File: src/source/robPkg.sv
package robPkg;

    // widest tag the buffer can hand out
    localparam int robTagW = 5;

    typedef logic [4:0]  regIdxT;   // x0 is hardwired zero
    typedef logic [31:0] dataT;
    typedef logic [31:0] addrT;

    typedef enum logic [1:0] {
        opAlu    = 2'd0,
        opStore  = 2'd1,
        opBranch = 2'd2
    } robOpT;

    // dispatch request in program order
    typedef struct packed {
        robOpT  op;
        regIdxT rd;
        regIdxT src1;
        regIdxT src2;
        logic   predTaken;   // front end guess for branches
        addrT   pc;
    } dispatchT;

    // writeback from the execution side in any order
    typedef struct packed {
        logic               valid;
        logic [robTagW-1:0] tag;
        dataT               data;
        logic               taken;    // actual direction
        addrT               target;   // taken target
    } resultT;

    // one retirement per cycle in tag order
    typedef struct packed {
        logic               valid;
        robOpT              op;
        regIdxT             rd;
        logic [robTagW-1:0] tag;
        dataT               data;
    } retireT;

endpackage

File: src/source/reorderBuffer.sv
module reorderBuffer #(
    parameter int robDepth = 16
) (
    input  logic                       clk,
    input  logic                       rst,
    input  logic                       dispValid,
    input  robPkg::dispatchT           dispatch,
    output logic                       dispReady,
    output logic [robPkg::robTagW-1:0] dispTag,
    input  robPkg::resultT             result,
    output robPkg::retireT             retire,
    output logic                       flush,
    output robPkg::addrT               redirectPc
);
    import robPkg::*;

    localparam int idxW = $clog2(robDepth);

    // per-slot payload filled at dispatch and at writeback
    typedef struct packed {
        robOpT  op;
        regIdxT rd;
        logic   predTaken;
        addrT   pc;
        dataT   data;
        logic   taken;
        addrT   target;
    } entryT;

    entryT               entries [robDepth];
    logic [robDepth-1:0] entryValid;
    logic [robDepth-1:0] entryDone;

    // extra msb tells full from empty
    logic [idxW:0]   head;
    logic [idxW:0]   tail;
    logic [idxW-1:0] headIdx;
    logic [idxW-1:0] tailIdx;
    logic [idxW-1:0] resIdx;

    logic  full;
    logic  accept;
    logic  resHit;
    logic  canRetire;
    logic  mispredict;
    entryT headEntry;

    assign headIdx = head[idxW-1:0];
    assign tailIdx = tail[idxW-1:0];
    assign resIdx  = result.tag[idxW-1:0];

    assign full      = (headIdx == tailIdx) && (head[idxW] != tail[idxW]);
    assign dispReady = !full && !flush;   // one dead cycle after a flush
    assign dispTag   = robTagW'(tailIdx);
    assign accept    = dispValid && dispReady;

    // results for slots not in flight are dropped
    assign resHit = result.valid && entryValid[resIdx];

    assign headEntry  = entries[headIdx];
    assign canRetire  = entryValid[headIdx] && entryDone[headIdx];
    assign mispredict = canRetire && (headEntry.op == opBranch) &&
                        (headEntry.taken != headEntry.predTaken);

    // pointers, slot state and retirement outputs
    always_ff @(posedge clk) begin
        if (rst) begin
            head         <= '0;
            tail         <= '0;
            entryValid   <= '0;
            entryDone    <= '0;
            flush        <= 1'b0;
            retire.valid <= 1'b0;
        end else begin
            flush        <= mispredict;
            retire.valid <= canRetire;

            if (accept) begin
                entryValid[tailIdx] <= 1'b1;
                entryDone[tailIdx]  <= 1'b0;
                tail                <= tail + 1'b1;
            end

            if (resHit) begin
                entryDone[resIdx] <= 1'b1;
            end

            if (canRetire) begin
                entryValid[headIdx] <= 1'b0;
                head                <= head + 1'b1;
                retire.op           <= headEntry.op;
                retire.rd           <= headEntry.rd;
                retire.tag          <= robTagW'(headIdx);
                retire.data         <= headEntry.data;
                redirectPc          <= headEntry.taken ? headEntry.target
                                                       : headEntry.pc + 32'd4;
            end

            // wrong path drops everything younger including a same-edge dispatch
            if (mispredict) begin
                entryValid <= '0;
                tail       <= head + 1'b1;
            end
        end
    end

    // slot payload
    always_ff @(posedge clk) begin
        if (accept) begin
            entries[tailIdx].op        <= dispatch.op;
            entries[tailIdx].rd        <= dispatch.rd;
            entries[tailIdx].predTaken <= dispatch.predTaken;
            entries[tailIdx].pc        <= dispatch.pc;
        end
        if (resHit) begin
            entries[resIdx].data   <= result.data;
            entries[resIdx].taken  <= result.taken;
            entries[resIdx].target <= result.target;
        end
    end

endmodule

File: src/source/renameTable.sv
module renameTable #(
    parameter int robDepth = 16
) (
    input  logic                       clk,
    input  logic                       rst,
    input  logic                       dispValid,
    input  logic                       dispReady,
    input  robPkg::dispatchT           dispatch,
    input  logic [robPkg::robTagW-1:0] dispTag,
    input  robPkg::retireT             retire,
    input  logic                       flush,
    output logic                       src1Busy,
    output logic [robPkg::robTagW-1:0] src1Tag,
    output logic                       src2Busy,
    output logic [robPkg::robTagW-1:0] src2Tag
);
    import robPkg::*;

    localparam int idxW    = $clog2(robDepth);
    localparam int numRegs = 2 ** $bits(regIdxT);

    logic [numRegs-1:0] busy;
    logic [idxW-1:0]    writer [numRegs];   // youngest pending producer

    logic recordDisp;
    logic clearRetire;

    // only ALU ops produce a register value
    assign recordDisp = dispValid && dispReady && (dispatch.op == opAlu) &&
                        (dispatch.rd != '0);

    // clear only if no younger writer took over the register
    assign clearRetire = retire.valid && (retire.op == opAlu) && busy[retire.rd] &&
                         (writer[retire.rd] == retire.tag[idxW-1:0]);

    // lookups see the table before this cycle's dispatch
    assign src1Busy = busy[dispatch.src1];
    assign src1Tag  = robTagW'(writer[dispatch.src1]);
    assign src2Busy = busy[dispatch.src2];
    assign src2Tag  = robTagW'(writer[dispatch.src2]);

    always_ff @(posedge clk) begin
        if (rst || flush) begin
            busy <= '0;
        end else begin
            if (clearRetire) begin
                busy[retire.rd] <= 1'b0;
            end
            if (recordDisp) begin   // dispatch wins on the same register
                busy[dispatch.rd] <= 1'b1;
            end
        end
    end

    always_ff @(posedge clk) begin
        if (recordDisp) begin
            writer[dispatch.rd] <= dispTag[idxW-1:0];
        end
    end

endmodule

File: src/source/archRegFile.sv
module archRegFile (
    input  logic           clk,
    input  logic           rst,
    input  robPkg::retireT retire,
    input  logic           psel,
    input  logic           penable,
    input  logic           pwrite,
    input  robPkg::regIdxT paddr,
    output robPkg::dataT   prdata,
    output logic           pready,
    output logic           pslverr
);
    import robPkg::*;

    localparam int numRegs = 2 ** $bits(regIdxT);

    dataT regs [numRegs];

    logic accessPhase;
    logic regWrite;

    assign accessPhase = psel && penable;

    // x0 is never written so it stays at its reset value
    assign regWrite = retire.valid && (retire.op == opAlu) && (retire.rd != '0);

    always_ff @(posedge clk) begin
        if (rst) begin
            for (int i = 0; i < numRegs; i++) begin
                regs[i] <= '0;
            end
        end else if (regWrite) begin
            regs[retire.rd] <= retire.data;
        end
    end

    // APB side is read only with no wait states
    assign pready  = 1'b1;
    assign prdata  = (accessPhase && !pwrite) ? regs[paddr] : '0;
    assign pslverr = accessPhase && pwrite;   // writes belong to retirement

endmodule

File: src/source/robCore.sv
module robCore #(
    parameter int robDepth = 16
) (
    input  logic                       clk,
    input  logic                       rst,

    // dispatch
    input  logic                       dispValid,
    input  robPkg::dispatchT           dispatch,
    output logic                       dispReady,
    output logic [robPkg::robTagW-1:0] dispTag,

    // source lookup
    output logic                       src1Busy,
    output logic [robPkg::robTagW-1:0] src1Tag,
    output logic                       src2Busy,
    output logic [robPkg::robTagW-1:0] src2Tag,

    // writeback and retirement
    input  robPkg::resultT             result,
    output robPkg::retireT             retire,
    output logic                       flush,
    output robPkg::addrT               redirectPc,

    // APB readback of the register file
    input  logic                       psel,
    input  logic                       penable,
    input  logic                       pwrite,
    input  robPkg::regIdxT             paddr,
    output robPkg::dataT               prdata,
    output logic                       pready,
    output logic                       pslverr
);

    reorderBuffer #(
        .robDepth(robDepth)
    ) rob (
        .clk       (clk),
        .rst       (rst),
        .dispValid (dispValid),
        .dispatch  (dispatch),
        .dispReady (dispReady),
        .dispTag   (dispTag),
        .result    (result),
        .retire    (retire),
        .flush     (flush),
        .redirectPc(redirectPc)
    );

    renameTable #(
        .robDepth(robDepth)
    ) rename (
        .clk      (clk),
        .rst      (rst),
        .dispValid(dispValid),
        .dispReady(dispReady),
        .dispatch (dispatch),
        .dispTag  (dispTag),
        .retire   (retire),
        .flush    (flush),
        .src1Busy (src1Busy),
        .src1Tag  (src1Tag),
        .src2Busy (src2Busy),
        .src2Tag  (src2Tag)
    );

    archRegFile regFile (
        .clk    (clk),
        .rst    (rst),
        .retire (retire),
        .psel   (psel),
        .penable(penable),
        .pwrite (pwrite),
        .paddr  (paddr),
        .prdata (prdata),
        .pready (pready),
        .pslverr(pslverr)
    );

endmodule

File: config.mk
export PLATFORM = sky130hd
export DESIGN_NAME = robCore
export DESIGN_NICKNAME = d
export VERILOG_FILES = /design/src/source/robPkg.sv /design/src/source/reorderBuffer.sv /design/src/source/renameTable.sv /design/src/source/archRegFile.sv /design/src/source/robCore.sv
export SDC_FILE = /design/constraint.sdc
export NUM_CORES = 2
export LEC_CHECK = 0
export BUFFER_PORTS_ARGS = -buffer_cell sky130_fd_sc_hd__buf_2
export CAP_MARGIN = 30
export CORE_MARGIN = 2
export CORE_UTILIZATION = 30
export CTS_CLUSTER_SIZE = 8
export DETAILED_ROUTE_END_ITERATION = 12
export PLACE_DENSITY = 0.55
export SYNTH_ARGS = -nofsm -noshare
export SYNTH_HDL_FRONTEND = slang
export SYNTH_SLANG_ARGS = --single-unit
File: constraint.sdc
create_clock -name clk -period 23.3 [get_ports clk]
set_input_delay 4.66 -clock clk [delete_from_list [all_inputs] [get_ports clk]]
set_output_delay 4.66 -clock clk [all_outputs]
set_load 0.02 [all_outputs]
Yosys cells after proc, flatten, opt, wreduce, memory -nomap -nowiden
Memory sizes are Yosys's and may differ from the RTL's. A register that Yosys moved wholly into a read port is not among the register bits.
Cells that the tools add are included.
{"block": "classes", "add_sub_neg": 3, "magnitude_cmp": 12, "eq_ne": 5, "mux": 52, "bitwise_logic": 10, "n_reduce_logical": 33}
{"op": "32-bit two-way mux", "count": 6}
{"op": "16-bit two-way mux", "count": 6}
{"op": "32-bit by 3-bit adder with 32-bit output (second input constant)", "count": 1}
{"op": "16-bit bitwise AND", "count": 2}
{"op": "32-bit bitwise AND", "count": 1}
{"op": "16-bit NOT", "count": 2}
{"op": "32-bit NOT", "count": 1}
{"op": "16-bit bitwise OR", "count": 2}
{"op": "32-bit bitwise OR", "count": 1}
{"op": "32-bit OR reduction", "count": 1}
{"op": "5-bit by 6-bit less-than comparator with 1-bit output (second input constant)", "count": 4}
{"op": "1-bit two-way mux", "count": 23}
{"op": "1-bit logical AND", "count": 21}
{"op": "5-bit two-way mux", "count": 4}
{"op": "1-bit binary-select mux with 5-bit select", "count": 3}
{"op": "4-bit by 5-bit less-than comparator with 1-bit output (second input constant)", "count": 3}
{"op": "1-bit binary-select mux with 4-bit select", "count": 3}
{"op": "1-bit demux with 4-bit select", "count": 3}
{"op": "4-bit by 1-bit >= comparator with 1-bit output (second input constant)", "count": 3}
{"op": "5-bit by 1-bit adder with 5-bit output (second input constant)", "count": 2}
{"op": "1-bit demux with 5-bit select", "count": 2}
{"op": "5-bit by 1-bit >= comparator with 1-bit output (second input constant)", "count": 2}
{"op": "5-bit nonzero test", "count": 2}
{"op": "4-bit equality test", "count": 2}
{"op": "other kinds (10)", "count": 15}
{"block": "totals", "ff_bits": 151, "ram_bits": 2832, "in_bits": 132, "output_inout_bits": 130, "word_cells": 130, "mem_count": 3}
{"memory": "rob.entries", "depth": 16, "word_bits": 105, "rd": 1, "rd_ports_with_merged_regs": 1, "write_ports": 2, "line_no": "reorderBuffer.sv:30", "source": "entryT entries [robDepth];"}
{"memory": "regFile.regs", "depth": 32, "word_bits": 32, "rd": 1, "rd_ports_with_merged_regs": 0, "write_ports": 32, "line_no": "archRegFile.sv:17", "source": "dataT regs [numRegs];"}
{"memory": "rename.writer", "depth": 32, "word_bits": 4, "rd": 3, "rd_ports_with_merged_regs": 1, "write_ports": 1, "line_no": "renameTable.sv:23", "source": "logic [idxW-1:0] writer [numRegs];"}

Longest topological paths before layout
{"block": "depth", "depth_word": 10, "depth_mapped": 15, "depth_no_buf": 8}

Cells and area by module
Synthesis repeated with hierarchy kept, for this count alone.
{"block": "hier_totals", "cells_unflattened": 6547, "area_unflattened_um2": 124901.0}
{"mod": "reorderBuffer", "instances": 1, "cells_each": 2978, "area_each_um2": 69108.8, "seq_area_each_um2": 53661.5}
{"mod": "archRegFile", "instances": 1, "cells_each": 2919, "area_each_um2": 46437.0, "seq_area_each_um2": 30749.5}
{"mod": "renameTable", "instances": 1, "cells_each": 650, "area_each_um2": 9355.2, "seq_area_each_um2": 4484.3}

Least setup slack after synthesis
No wires, ideal clock.
{"block": "synth_timing", "path_type": "input to output", "startpoint": "input paddr[0]", "endpoint": "output prdata[23]", "arrival_ns": 7.050, "t_required_ns": 18.640, "path_slack_ns": 11.590, "cell_stages": 7, "cell_sequence": "clkbuf_1 > clkbuf_1 > buf_1 > mux4_2 > mux4_2 > mux2i_1 > nor2_1"}
{"block": "synth_between", "elab_chain_len": 2}
{"element": "start: declaration", "line_no": "robCore.sv:29", "source": "input robPkg::regIdxT paddr,"}
{"element": "memory read 32 x 32 bit"}
{"element": "32-bit two-way mux", "line_no": "archRegFile.sv:39", "source": "assign prdata = (accessPhase && !pwrite) ? regs[paddr] : '0;"}
{"element": "end: declaration", "line_no": "robCore.sv:30", "source": "output robPkg::dataT prdata,"}
Every way passes these cells.

Worst setup path in the final report
{"block": "layout_timing", "startpoint": "input paddr[0]", "endpoint": "output prdata[5]"}
The elaborated chain is that of the path after synthesis.

==> summary.md <==
| Metric | Value |
|---|---|
| Global route total overflow | 0 |
| Vias | roughly 63000 |
| Chip Height | 648.9 µm |
| Post-synth cell types | 84 |
| CP required | about 19 ns |
| Via density | 5.108 |
| Setup TNS | 0 ns |
| # fillers | about 38000 |
| Slew of the pin with the lowest slew margin | about 1.1 ns |
| Skew final | 0.07920 ns |
| Post-synth top flop | edfxtp_1 |
| Antenna-violating nets left | 0 |
| RSZ-0062 raised after global routing | no |
| M1 WL | 139.1 mm |
| WL met2 | 176.1 mm |
| Nature of the critical path startpoint | input pin |
| Hold Crit Class | flip-flop to flip-flop |
| CTS Buf Count | 413 |
| Initial core utilization | 30.16% |
| Type of the worst setup path | input pin to primary output |
| EDFF count, synth | 2907 |
| # DRC | 0 |
| Max Fclk | 0.07127 GHz |
| Yosys reg bits | between 2000 and 3000 |
| CTS tree | yes |
| HP Start | rename.busy[0] |
| Initial antenna violation count | 84 |
| Longest Clk Path Bufs | 4 |
| CP Data Arrival Time | 9.37 ns |
| Post-Syn Area | between 100000 and 150000 µm² |
| CTS Root Cell | clkbuf_16 |
| DIE AREA | 421000 µm² |
| Status | completed |
| Min cycle time layout | 14.03 ns |
| Layout area overhead | 15.43% |
| Max cap viols | 0 |
| WL met3 | 21.51 mm |
| Worst R2R Setup Slack | 17.80 ns |
| Hold Path Depth | 2 |
| Clock Latency Late Sink | 0.97 ns |
| Worst hold endpoint | rename.busy[0] |
| Register area share after synthesis | 71.33% |
| Placer Congestion | 0.7743 |
| Max VDD drop | 61.65 µV |
| Leak | 46.42 nW |
| # rows | 236 |
| Reg clk slew, reported paths | approximately 0.050 ns |
| Avg Inst Size Synth | 19.71 µm² |
| Cts hold-fix bufs | 0 |
| Share of layout cells above drive strength 1 | 28.79% |
| Dpl ws | 8.814 ns |
| Setup-failing EPs final | 0 |
| Pwr Density | 81.44 nW/µm² |
| Pins over their slew limit | 0 |
| Fin crit share | 60.22% |
| Post-synth ARST share | 0% |
| Design Area, Final | 144000 µm² |
| Crit path capture type | primary output |
| Post-CTS resize count | 0 |
| Post-Syn Instances | 6329 |
| WL/cell | between 20 and 30 µm |
| Global-route wire length before repair | 492.0 mm |
| DP HPWL | just under 200 mm |
| Drt initial violations | between 6000 and 7000 |
| Worst setup margin | 9.268 ns |
| Postcts setup bufs | 0 |
| Nets | 6890 |
| YS warnings | 0 |
| R2r endpoint | rob.redirectPc[12] |
| Core area | roughly 410000 µm² |
| DR top layer | met5 |
| Tot Pwr | 11.73 mW |
| H-tree depth | 5 |
| Vias in the first global route | 66240 |
| Top-level I/O count | 262 |
| Critical-path maximum fanout | 62 |
| Hold Vio Cnt, Final | 0 |
| Dpl cell area | 132700 µm² |
| Chip Width | 648.9 µm |
| Largest net degree at the start of global routing | 143 |
| I/O Buffers | between 200 and 300 |
| Rel. slew slack | 28.92% |
| CTS sink cnt | between 2000 and 3000 |
| DRT Wirelength | 347.0 mm |
| Drt first pass iters | 5 |
| Worst r2r path cells | 10 |
| Tot GR Track Use | 16.13% |
-- worst max-delay path by stage --
stage | endpoint | cells after the start | slack, ns | start
2_1_floorplan | prdata[23] | 7 | 11.59 | paddr[0]
3_3_place_gp | prdata[5] | 9 | 8.79 | paddr[0]
3_5_place_dp | prdata[5] | 9 | 8.81 | paddr[0]
4_1_cts | prdata[5] | 9 | 8.81 | paddr[0]
5_1_grt | prdata[5] | 10 | 8.82 | paddr[0]
6_report | prdata[5] | 10 | 9.27 | paddr[0]
-- critical path, cell delays in order --
cell     delay, ns
buf_8         0.50
buf_4         0.80
buf_4         0.77
buf_4         0.36
buf_16        0.29
mux4_2        0.56
mux4_2        0.56
mux2i_1       0.43
nor2_1        0.10
buf_2         0.19
-- per-layer routing --
metal / global-route usage (%) / vias to the layer above
li1: - / 26100
met1: 20.59 / 33920
met2: 28.17 / 2246
met3: 2.634 / 657
met4: 4.714 / 32
met5: 0 / -
-- cell usage in the layout, fill, tap and decap left out, types with 41 or more instances in the layout --
cell and instances:
edfxtp_1 2907, buf_2 250, mux2i_1 72, clkbuf_1 49
mux4_2 923, nand2_1 96, and2_1 998, buf_4 184
nor2_1 140, conb_1 41, dfxtp_1 81, clkbuf_16 415
o21ai_0 61, a21oi_1 44
-- sequential cells by signal, summed over array words and instances (netlist names), named ones only --
signal and flops:
rename.writer 128, rob.entryValid 16, rob.redirectPc 32, rob.entryDone 16, rob.flush 1, rob.head 5, rob.entries 1680, rob.tail 5
regFile.regs 1024, rename.busy 32, rob.retire 44
-- report_power, final --
group	switching [mW]	internal (mW)
clock network	2.18	3.16
registers	0.0201	5.99
logic	0.250	0.141
-- area by class of cell --
class / instances / area (µm²) / area share, %
clock inverter: 30 / 490.5 / 0.3406
antenna: 20 / 50.05 / 0.03475
tap: 5474 / 6849 / 4.756
sequential: 2992 / 89010 / 61.81
timing repair buffer: 455 / 3126 / 2.170
clock buffer: 465 / 10580 / 7.348
inverter: 30 / 130.1 / 0.09036
multi-input combinational: 2857 / 33780 / 23.45
-- metrics by stage --
| stage | std cells | util [%] | hold slack [ns] |
|---|---|---|---|
| 6_report | 12320 | 34.81 | 0.4617 |
| 5_1_grt | 12310 | 34.81 | 0.4891 |
| 4_1_cts | 12300 | 34.75 | 0.4613 |
| 3_5_place_dp | 11800 | 32.07 | 0.4548 |
| 3_3_place_gp | 11790 | 32.01 | 0.4586 |
| 2_1_floorplan | 6368 | - | 0.4064 |
-- synth_stat cells, drive strengths merged (19+ instances only) --
| master | count | area (µm²) |
|---|---|---|
| nor3 | 36 | 185.2 |
| mux2i | 72 | 720.7 |
| nand3 | 31 | 155.2 |
| mux2 | 21 | 236.5 |
| a22oi | 23 | 172.7 |
| or2 | 38 | 237.7 |
| and2 | 999 | 6250 |
| nor2b | 19 | 118.9 |
| clkbuf | 339 | 1284 |
| inv | 30 | 112.6 |
| edfxtp | 2907 | 87290 |
| a21oi | 46 | 252.7 |
| buf | 147 | 955.9 |
| o21ai | 65 | 329.1 |
| nor2 | 187 | 720.7 |
| a22o | 21 | 185.2 |
| mux4 | 961 | 21790 |
| nand2 | 96 | 360.4 |
| dfxtp | 85 | 1702 |
-- cells by family (layout without fill, tap and decap cells) --
| group | count (synthesis) | in the layout | share of synthesized area, % |
|---|---|---|---|
| AO/OA/AOI/OAI | 227 | 227 | 1.266 |
| XOR/XNOR | 26 | 26 | 0.1825 |
| adder cells (fa/ha/maj) | 9 | 9 | 0.09026 |
| buffers and inverters | 519 | 980 | 1.910 |
| flip-flops | 2992 | 2992 | 71.33 |
| multiplexers | 1054 | 1054 | 18.23 |
| other | 2 | 61 | 0.006020 |
| AND/OR/NAND/NOR | 1500 | 1500 | 6.981 |
Note: power is estimated with default switching activity, not from simulation.
